$ cat src/source/wh_mem_pkg.sv
/*
  wormhole memory response package
  message enums, field widths, packet offsets and flit length constants
*/
package wh_mem_pkg;

  localparam int mem_msg_type_width_lp = 3;
  localparam int mem_msg_size_width_lp = 3;
  localparam int mem_addr_width_lp     = 26;
  localparam int mem_data_width_lp     = 128;
  localparam int mem_hdr_width_lp      = mem_msg_type_width_lp + mem_msg_size_width_lp
                                         + mem_addr_width_lp;

  localparam int cord_width_lp  = 4;
  localparam int cid_width_lp   = 2;
  localparam int len_width_lp   = 4;
  localparam int flit_width_lp  = 32;

  localparam int wh_max_flits_lp    = 6;
  localparam int wh_packet_width_lp = wh_max_flits_lp * flit_width_lp;
  localparam int wh_hdr_width_lp    = 48; // everything below the data field

  // header field positions
  localparam int mem_hdr_type_offset_lp = 0;
  localparam int mem_hdr_size_offset_lp = mem_msg_type_width_lp;

  // packet field positions from the low field up
  localparam int wh_cord_offset_lp     = 0;
  localparam int wh_len_offset_lp      = 4;
  localparam int wh_cid_offset_lp      = 8;
  localparam int wh_src_cord_offset_lp = 10;
  localparam int wh_src_cid_offset_lp  = 14;
  localparam int wh_msg_offset_lp      = 16;
  localparam int wh_data_offset_lp     = wh_hdr_width_lp;

  typedef enum logic [mem_msg_type_width_lp-1:0] {
    e_mem_msg_rd    = 3'd0,
    e_mem_msg_uc_rd = 3'd1,
    e_mem_msg_wr    = 3'd2,
    e_mem_msg_uc_wr = 3'd3,
    e_mem_msg_pre   = 3'd4
  } mem_msg_type_e;

  typedef enum logic [mem_msg_size_width_lp-1:0] {
    e_mem_msg_size_1  = 3'd0,
    e_mem_msg_size_2  = 3'd1,
    e_mem_msg_size_4  = 3'd2,
    e_mem_msg_size_8  = 3'd3,
    e_mem_msg_size_16 = 3'd4
  } mem_msg_size_e;

  typedef logic [mem_addr_width_lp-1:0]  mem_addr_t;
  typedef logic [mem_hdr_width_lp-1:0]   mem_hdr_t;
  typedef logic [mem_data_width_lp-1:0]  mem_data_t;
  typedef logic [cord_width_lp-1:0]      cord_t;
  typedef logic [cid_width_lp-1:0]       cid_t;
  typedef logic [len_width_lp-1:0]       wh_len_t;
  typedef logic [flit_width_lp-1:0]      flit_t;
  typedef logic [wh_packet_width_lp-1:0] wh_packet_t;

  // the len field counts flits after the first as ceil((hdr + 8*bytes) / flit) - 1
  localparam wh_len_t wh_ack_len_lp =
    wh_len_t'((wh_hdr_width_lp + flit_width_lp - 1) / flit_width_lp - 1);
  localparam wh_len_t wh_data_len_1_lp =
    wh_len_t'((wh_hdr_width_lp + 8*1 + flit_width_lp - 1) / flit_width_lp - 1);
  localparam wh_len_t wh_data_len_2_lp =
    wh_len_t'((wh_hdr_width_lp + 8*2 + flit_width_lp - 1) / flit_width_lp - 1);
  localparam wh_len_t wh_data_len_4_lp =
    wh_len_t'((wh_hdr_width_lp + 8*4 + flit_width_lp - 1) / flit_width_lp - 1);
  localparam wh_len_t wh_data_len_8_lp =
    wh_len_t'((wh_hdr_width_lp + 8*8 + flit_width_lp - 1) / flit_width_lp - 1);
  localparam wh_len_t wh_data_len_16_lp =
    wh_len_t'((wh_hdr_width_lp + 8*16 + flit_width_lp - 1) / flit_width_lp - 1);

endpackage
$ cat src/source/mem_resp_capture.sv
/*
  memory response capture
  one-entry holding register for a response and its destination
*/
`timescale 1ns/1ps

module mem_resp_capture (
  input  logic                  clk_i,
  input  logic                  rst_i,
  input  logic                  resp_v_i,
  input  wh_mem_pkg::mem_hdr_t  resp_hdr_i,
  input  wh_mem_pkg::mem_data_t resp_data_i,
  input  wh_mem_pkg::cord_t     dst_cord_i,
  input  wh_mem_pkg::cid_t      dst_cid_i,
  input  logic                  load_i,
  output wh_mem_pkg::mem_hdr_t  hdr_o,
  output wh_mem_pkg::mem_data_t data_o,
  output wh_mem_pkg::cord_t     dst_cord_o,
  output wh_mem_pkg::cid_t      dst_cid_o,
  output logic                  full_o,
  output logic                  busy_o
);

  logic full_r;
  logic accept;

  assign accept = resp_v_i & ~full_r; // upstream keeps off while busy

  always_ff @(posedge clk_i) begin
    if (rst_i) begin
      full_r <= 1'b0;
    end else if (accept) begin
      full_r <= 1'b1;
    end else if (load_i) begin
      full_r <= 1'b0; // serializer took the entry
    end
  end

  always_ff @(posedge clk_i) begin
    if (accept) begin
      hdr_o      <= resp_hdr_i;
      data_o     <= resp_data_i;
      dst_cord_o <= dst_cord_i;
      dst_cid_o  <= dst_cid_i; // destination stays with its response
    end
  end

  assign full_o = full_r;
  assign busy_o = full_r;

endmodule

$ cat src/source/mem_resp_packet_encode.sv
/*
  memory response packet encoder
  packs a latched response into a wormhole packet and picks its length field
*/
`timescale 1ns/1ps

module mem_resp_packet_encode (
  input  wh_mem_pkg::mem_hdr_t   hdr_i,
  input  wh_mem_pkg::mem_data_t  data_i,
  input  wh_mem_pkg::cord_t      src_cord_i,
  input  wh_mem_pkg::cord_t      dst_cord_i,
  input  wh_mem_pkg::cid_t       src_cid_i,
  input  wh_mem_pkg::cid_t       dst_cid_i,
  output wh_mem_pkg::wh_packet_t packet_o,
  output wh_mem_pkg::wh_len_t    len_o
);

  import wh_mem_pkg::*;

  mem_msg_type_e msg_type;
  mem_msg_size_e msg_size;
  wh_len_t       data_len;
  logic          msg_known;

  assign msg_type = mem_msg_type_e'(hdr_i[mem_hdr_type_offset_lp +: mem_msg_type_width_lp]);
  assign msg_size = mem_msg_size_e'(hdr_i[mem_hdr_size_offset_lp +: mem_msg_size_width_lp]);

  always_comb begin
    case (msg_size)
      e_mem_msg_size_1:  data_len = wh_data_len_1_lp;
      e_mem_msg_size_2:  data_len = wh_data_len_2_lp;
      e_mem_msg_size_4:  data_len = wh_data_len_4_lp;
      e_mem_msg_size_8:  data_len = wh_data_len_8_lp;
      e_mem_msg_size_16: data_len = wh_data_len_16_lp;
      default:           data_len = '0; // illegal size
    endcase
  end

  always_comb begin
    len_o     = '0;
    msg_known = 1'b1;
    case (msg_type)
      e_mem_msg_rd,
      e_mem_msg_uc_rd: len_o = data_len;
      e_mem_msg_wr,
      e_mem_msg_uc_wr,
      e_mem_msg_pre:   len_o = wh_ack_len_lp; // acks carry no data flits
      default:         msg_known = 1'b0;
    endcase
  end

  always_comb begin
    packet_o = '0;
    // an unknown message leaves the whole packet zero
    if (msg_known) begin
      packet_o[wh_cord_offset_lp     +: cord_width_lp]     = dst_cord_i;
      packet_o[wh_len_offset_lp      +: len_width_lp]      = len_o;
      packet_o[wh_cid_offset_lp      +: cid_width_lp]      = dst_cid_i;
      packet_o[wh_src_cord_offset_lp +: cord_width_lp]     = src_cord_i;
      packet_o[wh_src_cid_offset_lp  +: cid_width_lp]      = src_cid_i;
      packet_o[wh_msg_offset_lp      +: mem_hdr_width_lp]  = hdr_i;
      packet_o[wh_data_offset_lp     +: mem_data_width_lp] = data_i;
    end
  end

endmodule

$ cat src/source/mem_resp_wh_tx.sv
/*
  memory response wormhole transmit path
  capture, encode and serialize memory responses into flits
*/
`timescale 1ns/1ps

module mem_resp_wh_tx (
  input  logic                  clk_i,
  input  logic                  rst_i,
  input  logic                  resp_v_i,
  input  wh_mem_pkg::mem_hdr_t  resp_hdr_i,
  input  wh_mem_pkg::mem_data_t resp_data_i,
  input  wh_mem_pkg::cord_t     dst_cord_i,
  input  wh_mem_pkg::cid_t      dst_cid_i,
  input  wh_mem_pkg::cord_t     src_cord_i,
  input  wh_mem_pkg::cid_t      src_cid_i,
  output logic                  busy_o,
  output wh_mem_pkg::flit_t     flit_o,
  output logic                  flit_v_o,
  output logic                  flit_last_o
);

  import wh_mem_pkg::*;

  mem_hdr_t   hdr_lo;
  mem_data_t  data_lo;
  cord_t      dst_cord_lo;
  cid_t       dst_cid_lo;
  logic       full_lo;
  logic       load_lo;
  wh_packet_t packet_lo;
  wh_len_t    len_lo;

  mem_resp_capture capture (
    .clk_i       (clk_i),
    .rst_i       (rst_i),
    .resp_v_i    (resp_v_i),
    .resp_hdr_i  (resp_hdr_i),
    .resp_data_i (resp_data_i),
    .dst_cord_i  (dst_cord_i),
    .dst_cid_i   (dst_cid_i),
    .load_i      (load_lo),
    .hdr_o       (hdr_lo),
    .data_o      (data_lo),
    .dst_cord_o  (dst_cord_lo),
    .dst_cid_o   (dst_cid_lo),
    .full_o      (full_lo),
    .busy_o      (busy_o)
  );

  mem_resp_packet_encode encode (
    .hdr_i      (hdr_lo),
    .data_i     (data_lo),
    .src_cord_i (src_cord_i),
    .dst_cord_i (dst_cord_lo),
    .src_cid_i  (src_cid_i),
    .dst_cid_i  (dst_cid_lo),
    .packet_o   (packet_lo),
    .len_o      (len_lo)
  );

  wh_flit_serializer serializer (
    .clk_i       (clk_i),
    .rst_i       (rst_i),
    .full_i      (full_lo),
    .packet_i    (packet_lo),
    .len_i       (len_lo),
    .load_o      (load_lo),
    .flit_o      (flit_o),
    .flit_v_o    (flit_v_o),
    .flit_last_o (flit_last_o)
  );

endmodule

$ cat src/source/wh_flit_serializer.sv
/*
  wormhole flit serializer
  loads an encoded packet and sends it as 32-bit flits, one per cycle
*/
`timescale 1ns/1ps

module wh_flit_serializer (
  input  logic                   clk_i,
  input  logic                   rst_i,
  input  logic                   full_i,
  input  wh_mem_pkg::wh_packet_t packet_i,
  input  wh_mem_pkg::wh_len_t    len_i,
  output logic                   load_o,
  output wh_mem_pkg::flit_t      flit_o,
  output logic                   flit_v_o,
  output logic                   flit_last_o
);

  import wh_mem_pkg::*;

  typedef enum logic {
    e_idle,
    e_send
  } ser_state_e;

  ser_state_e state_r;
  wh_packet_t shift_r;
  wh_len_t    cnt_r;

  assign flit_v_o    = (state_r == e_send);
  assign flit_last_o = flit_v_o & (cnt_r == '0);

  // loading on the last flit keeps back-to-back packets gapless
  assign load_o = full_i & ((state_r == e_idle) | flit_last_o);

  always_ff @(posedge clk_i) begin
    if (rst_i) begin
      state_r <= e_idle;
      cnt_r   <= '0;
    end else if (load_o) begin
      state_r <= e_send;
      cnt_r   <= len_i; // flits left after the first one
    end else if (flit_last_o) begin
      state_r <= e_idle;
    end else if (flit_v_o) begin
      cnt_r <= cnt_r - 1'b1;
    end
  end

  always_ff @(posedge clk_i) begin
    if (load_o) begin
      shift_r <= packet_i;
    end else if (flit_v_o) begin
      shift_r <= shift_r >> flit_width_lp; // next flit moves to the bottom
    end
  end

  assign flit_o = shift_r[flit_width_lp-1:0];

endmodule

$ cat config.mk
export PLATFORM = sky130hd
export DESIGN_NAME = mem_resp_wh_tx
export DESIGN_NICKNAME = d
export VERILOG_FILES = /design/src/source/wh_mem_pkg.sv /design/src/source/mem_resp_capture.sv /design/src/source/mem_resp_packet_encode.sv /design/src/source/mem_resp_wh_tx.sv /design/src/source/wh_flit_serializer.sv
export SDC_FILE = /design/constraint.sdc
export NUM_CORES = 1
export LEC_CHECK = 0
export BUFFER_PORTS_ARGS = -buffer_cell sky130_fd_sc_hd__buf_2
export CAP_MARGIN = 20
export CORE_MARGIN = 1.5
export CORE_UTILIZATION = 50
export DETAILED_ROUTE_END_ITERATION = 16
export HOLD_SLACK_MARGIN = 0.08
export PLACE_DENSITY = 0.81
export SLEW_MARGIN = 40
export SYNTH_ARGS = -nofsm -noshare
export SYNTH_HDL_FRONTEND = slang
export SYNTH_SLANG_ARGS = --single-unit
$ cat constraint.sdc
create_clock -name clk_i -period 12.75 [get_ports clk_i]
set_clock_uncertainty 0.15 [all_clocks]
set_input_delay 0.6375 -clock clk_i [delete_from_list [all_inputs] [get_ports clk_i]]
set_output_delay 0.6375 -clock clk_i [all_outputs]
set_load 0.005 [all_outputs]
# --- Yosys cells after proc, flatten, opt, wreduce, memory -nomap -nowiden ---
# Index checks and enable logic that the tools add are counted.
op_classes:
  addsub: 1
  eq_ne: 9
  muxes: 13
  bitwise_logic: 6
  n_reduce_logical: 11
ops:
  columns: ["operator", "count"]
  rows:
  - ["$mux 176", 3]
  - ["$eq 3x2->1 const B", 4]
  - ["$mux 4", 3]
  - ["$pmux 3 s4", 1]
  - ["$eq 3x1->1 const B", 2]
  - ["$eq 3x3->1 const B", 2]
  - ["$logic_not 3->1", 2]
  - ["$pmux 3 s2", 1]
  - ["$reduce_bool 2->1", 3]
  - ["$mux 1", 5]
  - ["$reduce_or 5->1", 1]
  - ["$logic_not 4->1", 1]
  - ["$reduce_or 2->1", 2]
  - ["$sub 4x1->4 const B", 1]
  - ["$and 1x1->1", 3]
  - ["$reduce_or 3->1", 1]
  - ["$ne 2x2->1 const B", 1]
  - ["$not 1->1", 2]
  - ["$reduce_and 2->1", 1]
  - ["$or 1x1->1", 1]
totals:
  reg_bits: 348
  input_bits: 175
  output_inout_bits: 35

# --- Logic depth before layout (Yosys ltp) ---
# Gate-level depths: netlist of the first run.
logic_depth:
  ltp_word: 6
  ltp_mapped: 8
  depth_no_buf: 5

# --- Modules after synthesis ---
# Synthesis of the first run repeated with hierarchy kept, for this count alone.
unflattened:
  cells_unflattened: 865
  hier_area_um2: 15364.7
by_module_without_submodules:
  columns: ["mod", "n_inst", "cells_per_inst", "area_each_um2", "seq_area_each_um2"]
  rows:
  - ["wh_flit_serializer", 1, 474, 8878.5, 5865.6]
  - ["mem_resp_capture", 1, 171, 5032.3, 5004.8]
  - ["mem_resp_packet_encode", 1, 220, 1453.9, 0.0]

# --- Worst setup path before layout of the first run ---
# Ideal clock, no wire load.
synth_timing:
  path_kind: "input-to-reg"
  start: "input port resp_v_i"
  end: "register capture.data_o[0], enable pin"
  t_arrival_ns: 7.839
  path_slack_ns: 4.049
  stages: 1
  path_buffers: 0
  cell_sequence: "nor2b_1"
synth_between:
  elab_chain_len: 1
synth_rtl:
  columns: ["item", "line_no", "rtl"]
  rows:
  - ["start, declared", "mem_resp_wh_tx.sv:10", "input logic resp_v_i,"]
  - ["$and 1x1->1", "mem_resp_capture.sv:27", "assign accept = resp_v_i & ~full_r;"]
  - ["end signal, assigned", "mem_resp_capture.sv:42", "data_o <= resp_data_i;"]
  - ["end, declared", "mem_resp_capture.sv:17", "output wh_mem_pkg::mem_data_t data_o,"]
# Every way passes these cells.
# A chain may end at the register's enable or synchronous reset.

# --- Worst setup path in the final report of the first run ---
layout_timing:
  start: "register serializer.cnt_r[0]"
  end: "register serializer.shift_r[16] (data pin)"
layout_between:
  elab_chain_len: 5
layout_rtl:
  columns: ["item", "line_no", "rtl"]
  rows:
  - ["start, declared", "wh_flit_serializer.sv:28", "wh_len_t cnt_r;"]
  - ["start signal, assigned", "wh_flit_serializer.sv:42", "cnt_r <= len_i;"]
  - ["start signal, assigned", "wh_flit_serializer.sv:46", "cnt_r <= cnt_r - 1'b1;"]
  - ["$logic_not 4->1", "wh_flit_serializer.sv:31", "assign flit_last_o = flit_v_o & (cnt_r == '0);"]
  - ["$and 1x1->1", "wh_flit_serializer.sv:31", null]
  - ["$or 1x1->1", "wh_flit_serializer.sv:34", "assign load_o = full_i & ((state_r == e_idle) | flit_last_o);"]
  - ["$and 1x1->1", "wh_flit_serializer.sv:34", null]
  - ["$mux 176", "wh_flit_serializer.sv:51", "if (load_o) begin"]
  - ["end signal, assigned", "wh_flit_serializer.sv:52", "shift_r <= packet_i;"]
  - ["end signal, assigned", "wh_flit_serializer.sv:54", "shift_r <= shift_r >> flit_width_lp;"]
  - ["end, declared", "wh_flit_serializer.sv:27", "wh_packet_t shift_r;"]
# Every way passes these cells.

==> impl_metrics.yaml, run 1 <==
outcome:
  status: "completed"
setup_path:
  crit_path_max_fanout: 73
  regToRegSetupSlack_ns: 9.19
  slowest_delay_ns: 0.63
  reg2reg_to: "serializer.shift_r[16]$_DFFE_PP_"
  worstSetupStartpointType: "flip-flop"
  worst_ep_required_time_ns: 12.86
  crit_chain: "inv_1, ha_1, or3b_1, a21boi_4, buf_4, buf_6, mux2_2"
  critical-path-top-delay-family: "buffers and inverters"
  cp_slowest_cell: "buf_6"
  critical_path_buf_inv_count: 3
  worst_r2r_path_depth: 7
  cp_data_arrival_time_ns: 3.67
  rr_startpoint: "serializer.cnt_r[0]$_SDFFE_PP0P_"
  timing.setup.critical_path_class: "flip-flop to flip-flop"
  worstSetupEndpointType: "flip-flop"
  critPathLaunch: "serializer.cnt_r[0]$_SDFFE_PP0P_"
timing:
  whs_ns: 0.133
  fin_crit_sh: 0.279
  clock.fmax_mhz: 281
  min_period_ns: 3.56
  setup-violations-final: 0
  hold_viol_final: 0
  slew_violations: 0
  worst_pin_slew_ns: 0.847
  rsz0062_at_grt: "no"
  fin_setup_tns_ns: 0
  max_slew_margin: 0.427
  finalWorstSetupSlack_ns: 9.19
drt:
  wl_per_cell_um: 16.0
  ant_nets: 0
  vias_per_cell: 4.70
  vias: 7063
  post-route-drc-count: 0
  drtPass1Iterations: 5
  first_iter_violations: 605
  routed_wl_um: 24100
flow_run:
  max_cap_viol_count: 0
synth:
  yosysMostFrequentCell: "edfxtp_1"
  synth_common_cells: "342 x edfxtp_1, 142 x inv_1, 138 x mux2i_1, 138 x nand2_1"
  syn_avg_cell_area_sq_um: 15.2
  synth_cell_type_count: 36
  ys_warn_count: 0
  yosysSeqAreaShare: 0.746
  synth.top_cell.area_share: 0.738
  synth_area_leaders: "edfxtp_1 74%, mux2i_1 9.9%, inv_1 3.8%"
  synth_nets: 1089
  async_reset_ff_frac: 0
  yosys.area.top_type: "edfxtp_1"
  synth_seq_cells: 348
  ys.flop_type: "edfxtp_1"
  synthCells: 913
  synth-edff-count: 342
  synth_area_sq_um: 13900
floorplanning:
  die_w_um: 170
  start_util: 0.512
  num_rows: 60
  io_pins: 210
  die-height_um: 170
  die-area_sq_um: 28900
  core_area_sq_um: 27200
layout:
  fillers: 2143
  nNetsFinal: 1272
  utilization: 0.598
  area_delta_synth_final_pct: 16.7
  drive_gt1_frac: 0.250
cts:
  cts_sinks: 348
  cts_buffers: 38
  cts_hold_buf: 0
  cts.repair.resized: 0
  root_buffer: "clkbuf_16"
  cts_tree: "built"
  clk_latency_ns: 0.52
  post-cts-setup-buffer-count: 0
  cts_buffer_depth: 3
  htree_levels: 2
  cts.clk_slew.worst_paths_ns: 0.06
power:
  p_per_area_nw_per_um2: 164
  p_leak_nw: 6.63
  vdd_ir_drop_max_v: 0.000129
grt:
  antenna_found_initial: 7
  grt_max_degree: 117
  grt_use_total: 0.166
  overflow: 0
  grt_pass1_wl_um: 36800
  grt_pass1_vias: 6935
min_path:
  holdPathStages: 1
  hold_end: "capture.data_o[88]$_DFFE_PP_"
  hp-start: "resp_data_i[88]"
  hold_class: "input pin to flip-flop"
placed_design:
  dp_hpwl_um: 14900
  gp_congestion: 0.833
  io_buffers: 209
  dp_slack_ns: 9.19
## worst max-delay path by stage
stage,cells after the start,slack (ns),endpoint
final,7,9.19,serializer.shift_r[16]$_DFFE_PP_
after detailed placement,7,9.19,serializer.shift_r[16]$_DFFE_PP_
after global placement,7,9.06,serializer.shift_r[16]$_DFFE_PP_
after global routing,7,8.96,serializer.shift_r[16]$_DFFE_PP_
after floorplan,1,4.05,capture.data_o[0]$_DFFE_PP_
after CTS,7,9.18,serializer.shift_r[16]$_DFFE_PP_
## routing by layer
layer  part of all wire  vias to the layer above  GRT usage
met3              0.046                       55     0.0300
met2               0.50                      193      0.272
met4              0.034                        2     0.0727
met1               0.42                     3301      0.219
li1                   -                     3512          -
met5            0.00054                        -          0
## flip-flops by register name, indices dropped and copies added, names as in the netlist
name,flops
capture.busy_o,1
capture.data_o,128
capture.dst_cid_o,2
capture.dst_cord_o,4
capture.hdr_o,32
serializer.cnt_r,4
serializer.flit_v_o,1
serializer.shift_r,176
## cells by family after synthesis
group / count (synthesis) / synth area share
flip-flops: 348 / 0.746
buffers and inverters: 216 / 0.0802
AND/OR/NAND/NOR: 189 / 0.0600
multiplexers: 143 / 0.103
AO/OA/AOI/OAI: 16 / 0.00935
adder cells (fa/ha/maj): 1 / 0.000899
## metrics by stage
stage / cell area, sq um / instances / total power [mW]
4_1_cts: 16200 / 1498 / 2.69
6_report: 16200 / 1504 / 2.66
2_1_floorplan: 13900 / 913 / 1.54
5_1_grt: 16200 / 1504 / 2.76
3_5_place_dp: 15000 / 1428 / 1.59
3_3_place_gp: 14900 / 1428 / 1.58
## final cells by class
cell class / instances / area [sq um] / area share
sequential: 348 / 10400 / 0.640
multi-input combinational: 349 / 2430 / 0.150
timing repair buffer: 217 / 1120 / 0.0692
clock buffer: 47 / 1010 / 0.0619
inverter: 142 / 546 / 0.0336
tap: 372 / 465 / 0.0287
clock inverter: 23 / 263 / 0.0162
antenna: 6 / 15.0 / 0.000924
## cells in the final DEF, fill, tap and decap left out, types with 2 or more instances in the layout
master	n
and3_1	32
o311ai_0	2
clkinv_2	7
bufinv_16	5
buf_6	5
a2bb2oi_1	2
mux2_2	5
clkbuf_16	39
dfxtp_1	6
clkbuf_1	8
clkinv_1	7
mux2i_1	138
clkinv_8	3
nor2b_1	4
buf_2	209
edfxtp_1	342
buf_4	3
nor4_1	2
diode_2	6
nand2_1	138
nor2_1	4
nor3b_1	2
inv_1	141
a31oi_1	3
## where the power goes
group	total, mW	internal, mW	switching, mW
sequential	1.38	1.36	0.0227
clock	1.10	0.667	0.434
combinational	0.177	0.0694	0.108
total	2.66	2.10	0.565
Power figures use the tool's default switching activity.
==> inputs of run 2 (changes only) <==
- PLACE_DENSITY: 0.81 -> 0.84
- clock period: 12.75 -> 3.1 ns (I/O delays scaled with it)
==> impl_metrics.yaml, run 2 (synthesis gave the netlist of run 1 again) <==
outcome:
  status: "completed"
drt:
  vias: 8284
  wl_per_cell_um: 18.8
  ant_nets: 0
  post-route-drc-count: 0
  vias_per_cell: 4.94
  met1_length_um: 11700
  met2_length_um: 16900
  first_iter_violations: 643
  topRoutingLayerUsed: "met4"
  drtPass1Iterations: 4
  wl_met3_um: 1460
  routed_wl_um: 31500
min_path:
  hold_class: "input pin to flip-flop"
  hp-start: "resp_v_i"
setup_path:
  cp_num_cells: 7
  crit_path_max_fanout: 47
  critical_path_buf_inv_count: 3
  slowest_delay_ns: 0.52
  critical-path-top-delay-family: "buffers and inverters"
  worstSetupEndpointType: "flip-flop"
  worstSetupStartpointType: "flip-flop"
  reg2reg_to: "serializer.shift_r[74]$_DFFE_PP_"
  crit_chain: "inv_1, ha_1, or3b_1, a21boi_4, buf_4, buf_12, mux2i_1"
  timing.setup.critical_path_class: "flip-flop to flip-flop"
  cp_data_arrival_time_ns: 2.83
  endpoint: "serializer.shift_r[74]$_DFFE_PP_"
  worst_ep_required_time_ns: 3.25
  cp_slowest_cell: "or3b_1"
  critPathLaunch: "serializer.cnt_r[0]$_SDFFE_PP0P_"
  regToRegSetupSlack_ns: 0.43
  worst_r2r_path_depth: 7
  rr_startpoint: "serializer.cnt_r[0]$_SDFFE_PP0P_"
cts:
  cts.clk_slew.worst_paths_ns: 0.06
  cts_sinks: 348
  cts.repair.resized: 0
  htree_levels: 2
  clk_latency_ns: 0.51
  cts_tree: "built"
  cts_buffer_depth: 3
  root_buffer: "clkbuf_16"
  cts_buffers: 37
timing:
  clock.fmax_mhz: 374
  min_period_ns: 2.67
  hold_viol_final: 0
  max_slew_margin: 0.508
  rsz0062_at_grt: "no"
  slew_violations: 0
  worst_pin_slew_ns: 0.728
  setup-violations-final: 0
  fin_crit_sh: 0.862
  whs_ns: 0.146
placed_design:
  post_dp_cell_area_sq_um: 15100
  placed_cells: 1439
  dp_hpwl_um: 16000
  gp_congestion: 0.839
  io_buffers: 209
power:
  p_per_area_nw_per_um2: 607
  p_leak_nw: 7.38
  p_total_mw: 10.9
  vdd_ir_drop_max_v: 0.000428
layout:
  largest_reg_flops: 176
  layout_commonest_cell: "edfxtp_1"
  regMostFlops: "serializer.shift_r"
  fin_area_sq_um: 18000
  nNetsFinal: 1456
  utilization: 0.663
  finalNonFillerCells: 1678
  area_delta_synth_final_pct: 29.5
  drive_gt1_frac: 0.224
  fillers: 1825
  most-common-layout-cells: "342 x edfxtp_1, 209 x buf_2, 173 x dlygate4sd3_1"
  reg_top3: "serializer.shift_r x176, capture.data_o x128, capture.hdr_o x32"
floorplanning:
  core_area_sq_um: 27200
  die-height_um: 170
  die_w_um: 170
  die-area_sq_um: 28900
  num_rows: 60
  io_pins: 210
  start_util: 0.512
flow_run:
  max_cap_viol_count: 0
grt:
  antenna_found_initial: 2
  overflow: 0
  grt_max_degree: 103
  grt_use_total: 0.219
  grt_pass1_vias: 8771
  grt_pass1_wl_um: 47300
[run 2: changes by cell type in the layout (fill, tap and decap cells not counted), sizes merged]
cell and delta:
clkbuf -5, buf +12, clkinv -5, dlygate4sd3 +173, inv +3, bufinv -2, clkinvlp +2, diode -4
[run 2: metal layers]
layer / vias to the layer above / global-route usage
met5: - / 0
met4: 0 / 0.114
met3: 93 / 0.0328
met2: 315 / 0.401
met1: 4002 / 0.248
li1: 3874 / -
[run 2: timing repair]
action,in CTS,in global routing
hold buffers,173,0
buffers inserted,0,0
endpoints found under the hold margin,178,0
[run 2: layout make-up]
class | count | area [sq um] | share of cell area
Sequential cell | 348 | 10400 | 0.577
Timing Repair Buffer | 402 | 3050 | 0.169
Antenna cell | 2 | 5.00 | 0.000278
Clock inverter | 21 | 191 | 0.0106
Multi-Input combinational cell | 349 | 2440 | 0.135
Clock buffer | 42 | 945 | 0.0524
Inverter | 142 | 537 | 0.0298
Tap cell | 372 | 465 | 0.0258
[run 2: per-stage QoR]
stage / setup slack (ns) / setup TNS [ns]
detailed placement: 0.557 / 0
CTS: 0.540 / 0
global placement: 0.708 / 0
global route: 0.322 / 0
floorplan: -0.671 / -187.80
finish: 0.429 / 0
[run 2: where the power goes]
group | leakage (nW) | switching [mW] | total, mW | internal (mW)
combinational | 3.49 | 0.527 | 0.988 | 0.461
clock | 0.553 | 1.81 | 4.26 | 2.45
sequential | 3.33 | 0.112 | 5.70 | 5.59
total | 7.38 | 2.45 | 10.9 | 8.50
[run 2: worst reg2reg max path, delay by kind of cell, from the launching register on]
kind	cells	cell delay, ns
mux	1	0.37
fa+ha+maj	1	0.21
buf+inv	3	0.69
flops	1	0.32
compound gates	1	0.21
simple gates	1	0.52
[run 2: worst min path at each step]
| stage | cells past startpoint | endpoint | slack, ns |
|---|---|---|---|
| 2_1_floorplan | 1 | capture.busy_o$_SDFFE_PP0P_ | 0.07 |
| 5_1_grt | 2 | capture.data_o[69]$_DFFE_PP_ | 0.19 |
| 4_1_cts | 2 | capture.data_o[35]$_DFFE_PP_ | 0.18 |
| 3_3_place_gp | 1 | capture.data_o[109]$_DFFE_PP_ | 0.18 |
| 6_report | 3 | capture.hdr_o[10]$_DFFE_PP_ | 0.15 |
| 3_5_place_dp | 1 | capture.data_o[112]$_DFFE_PP_ | 0.18 |
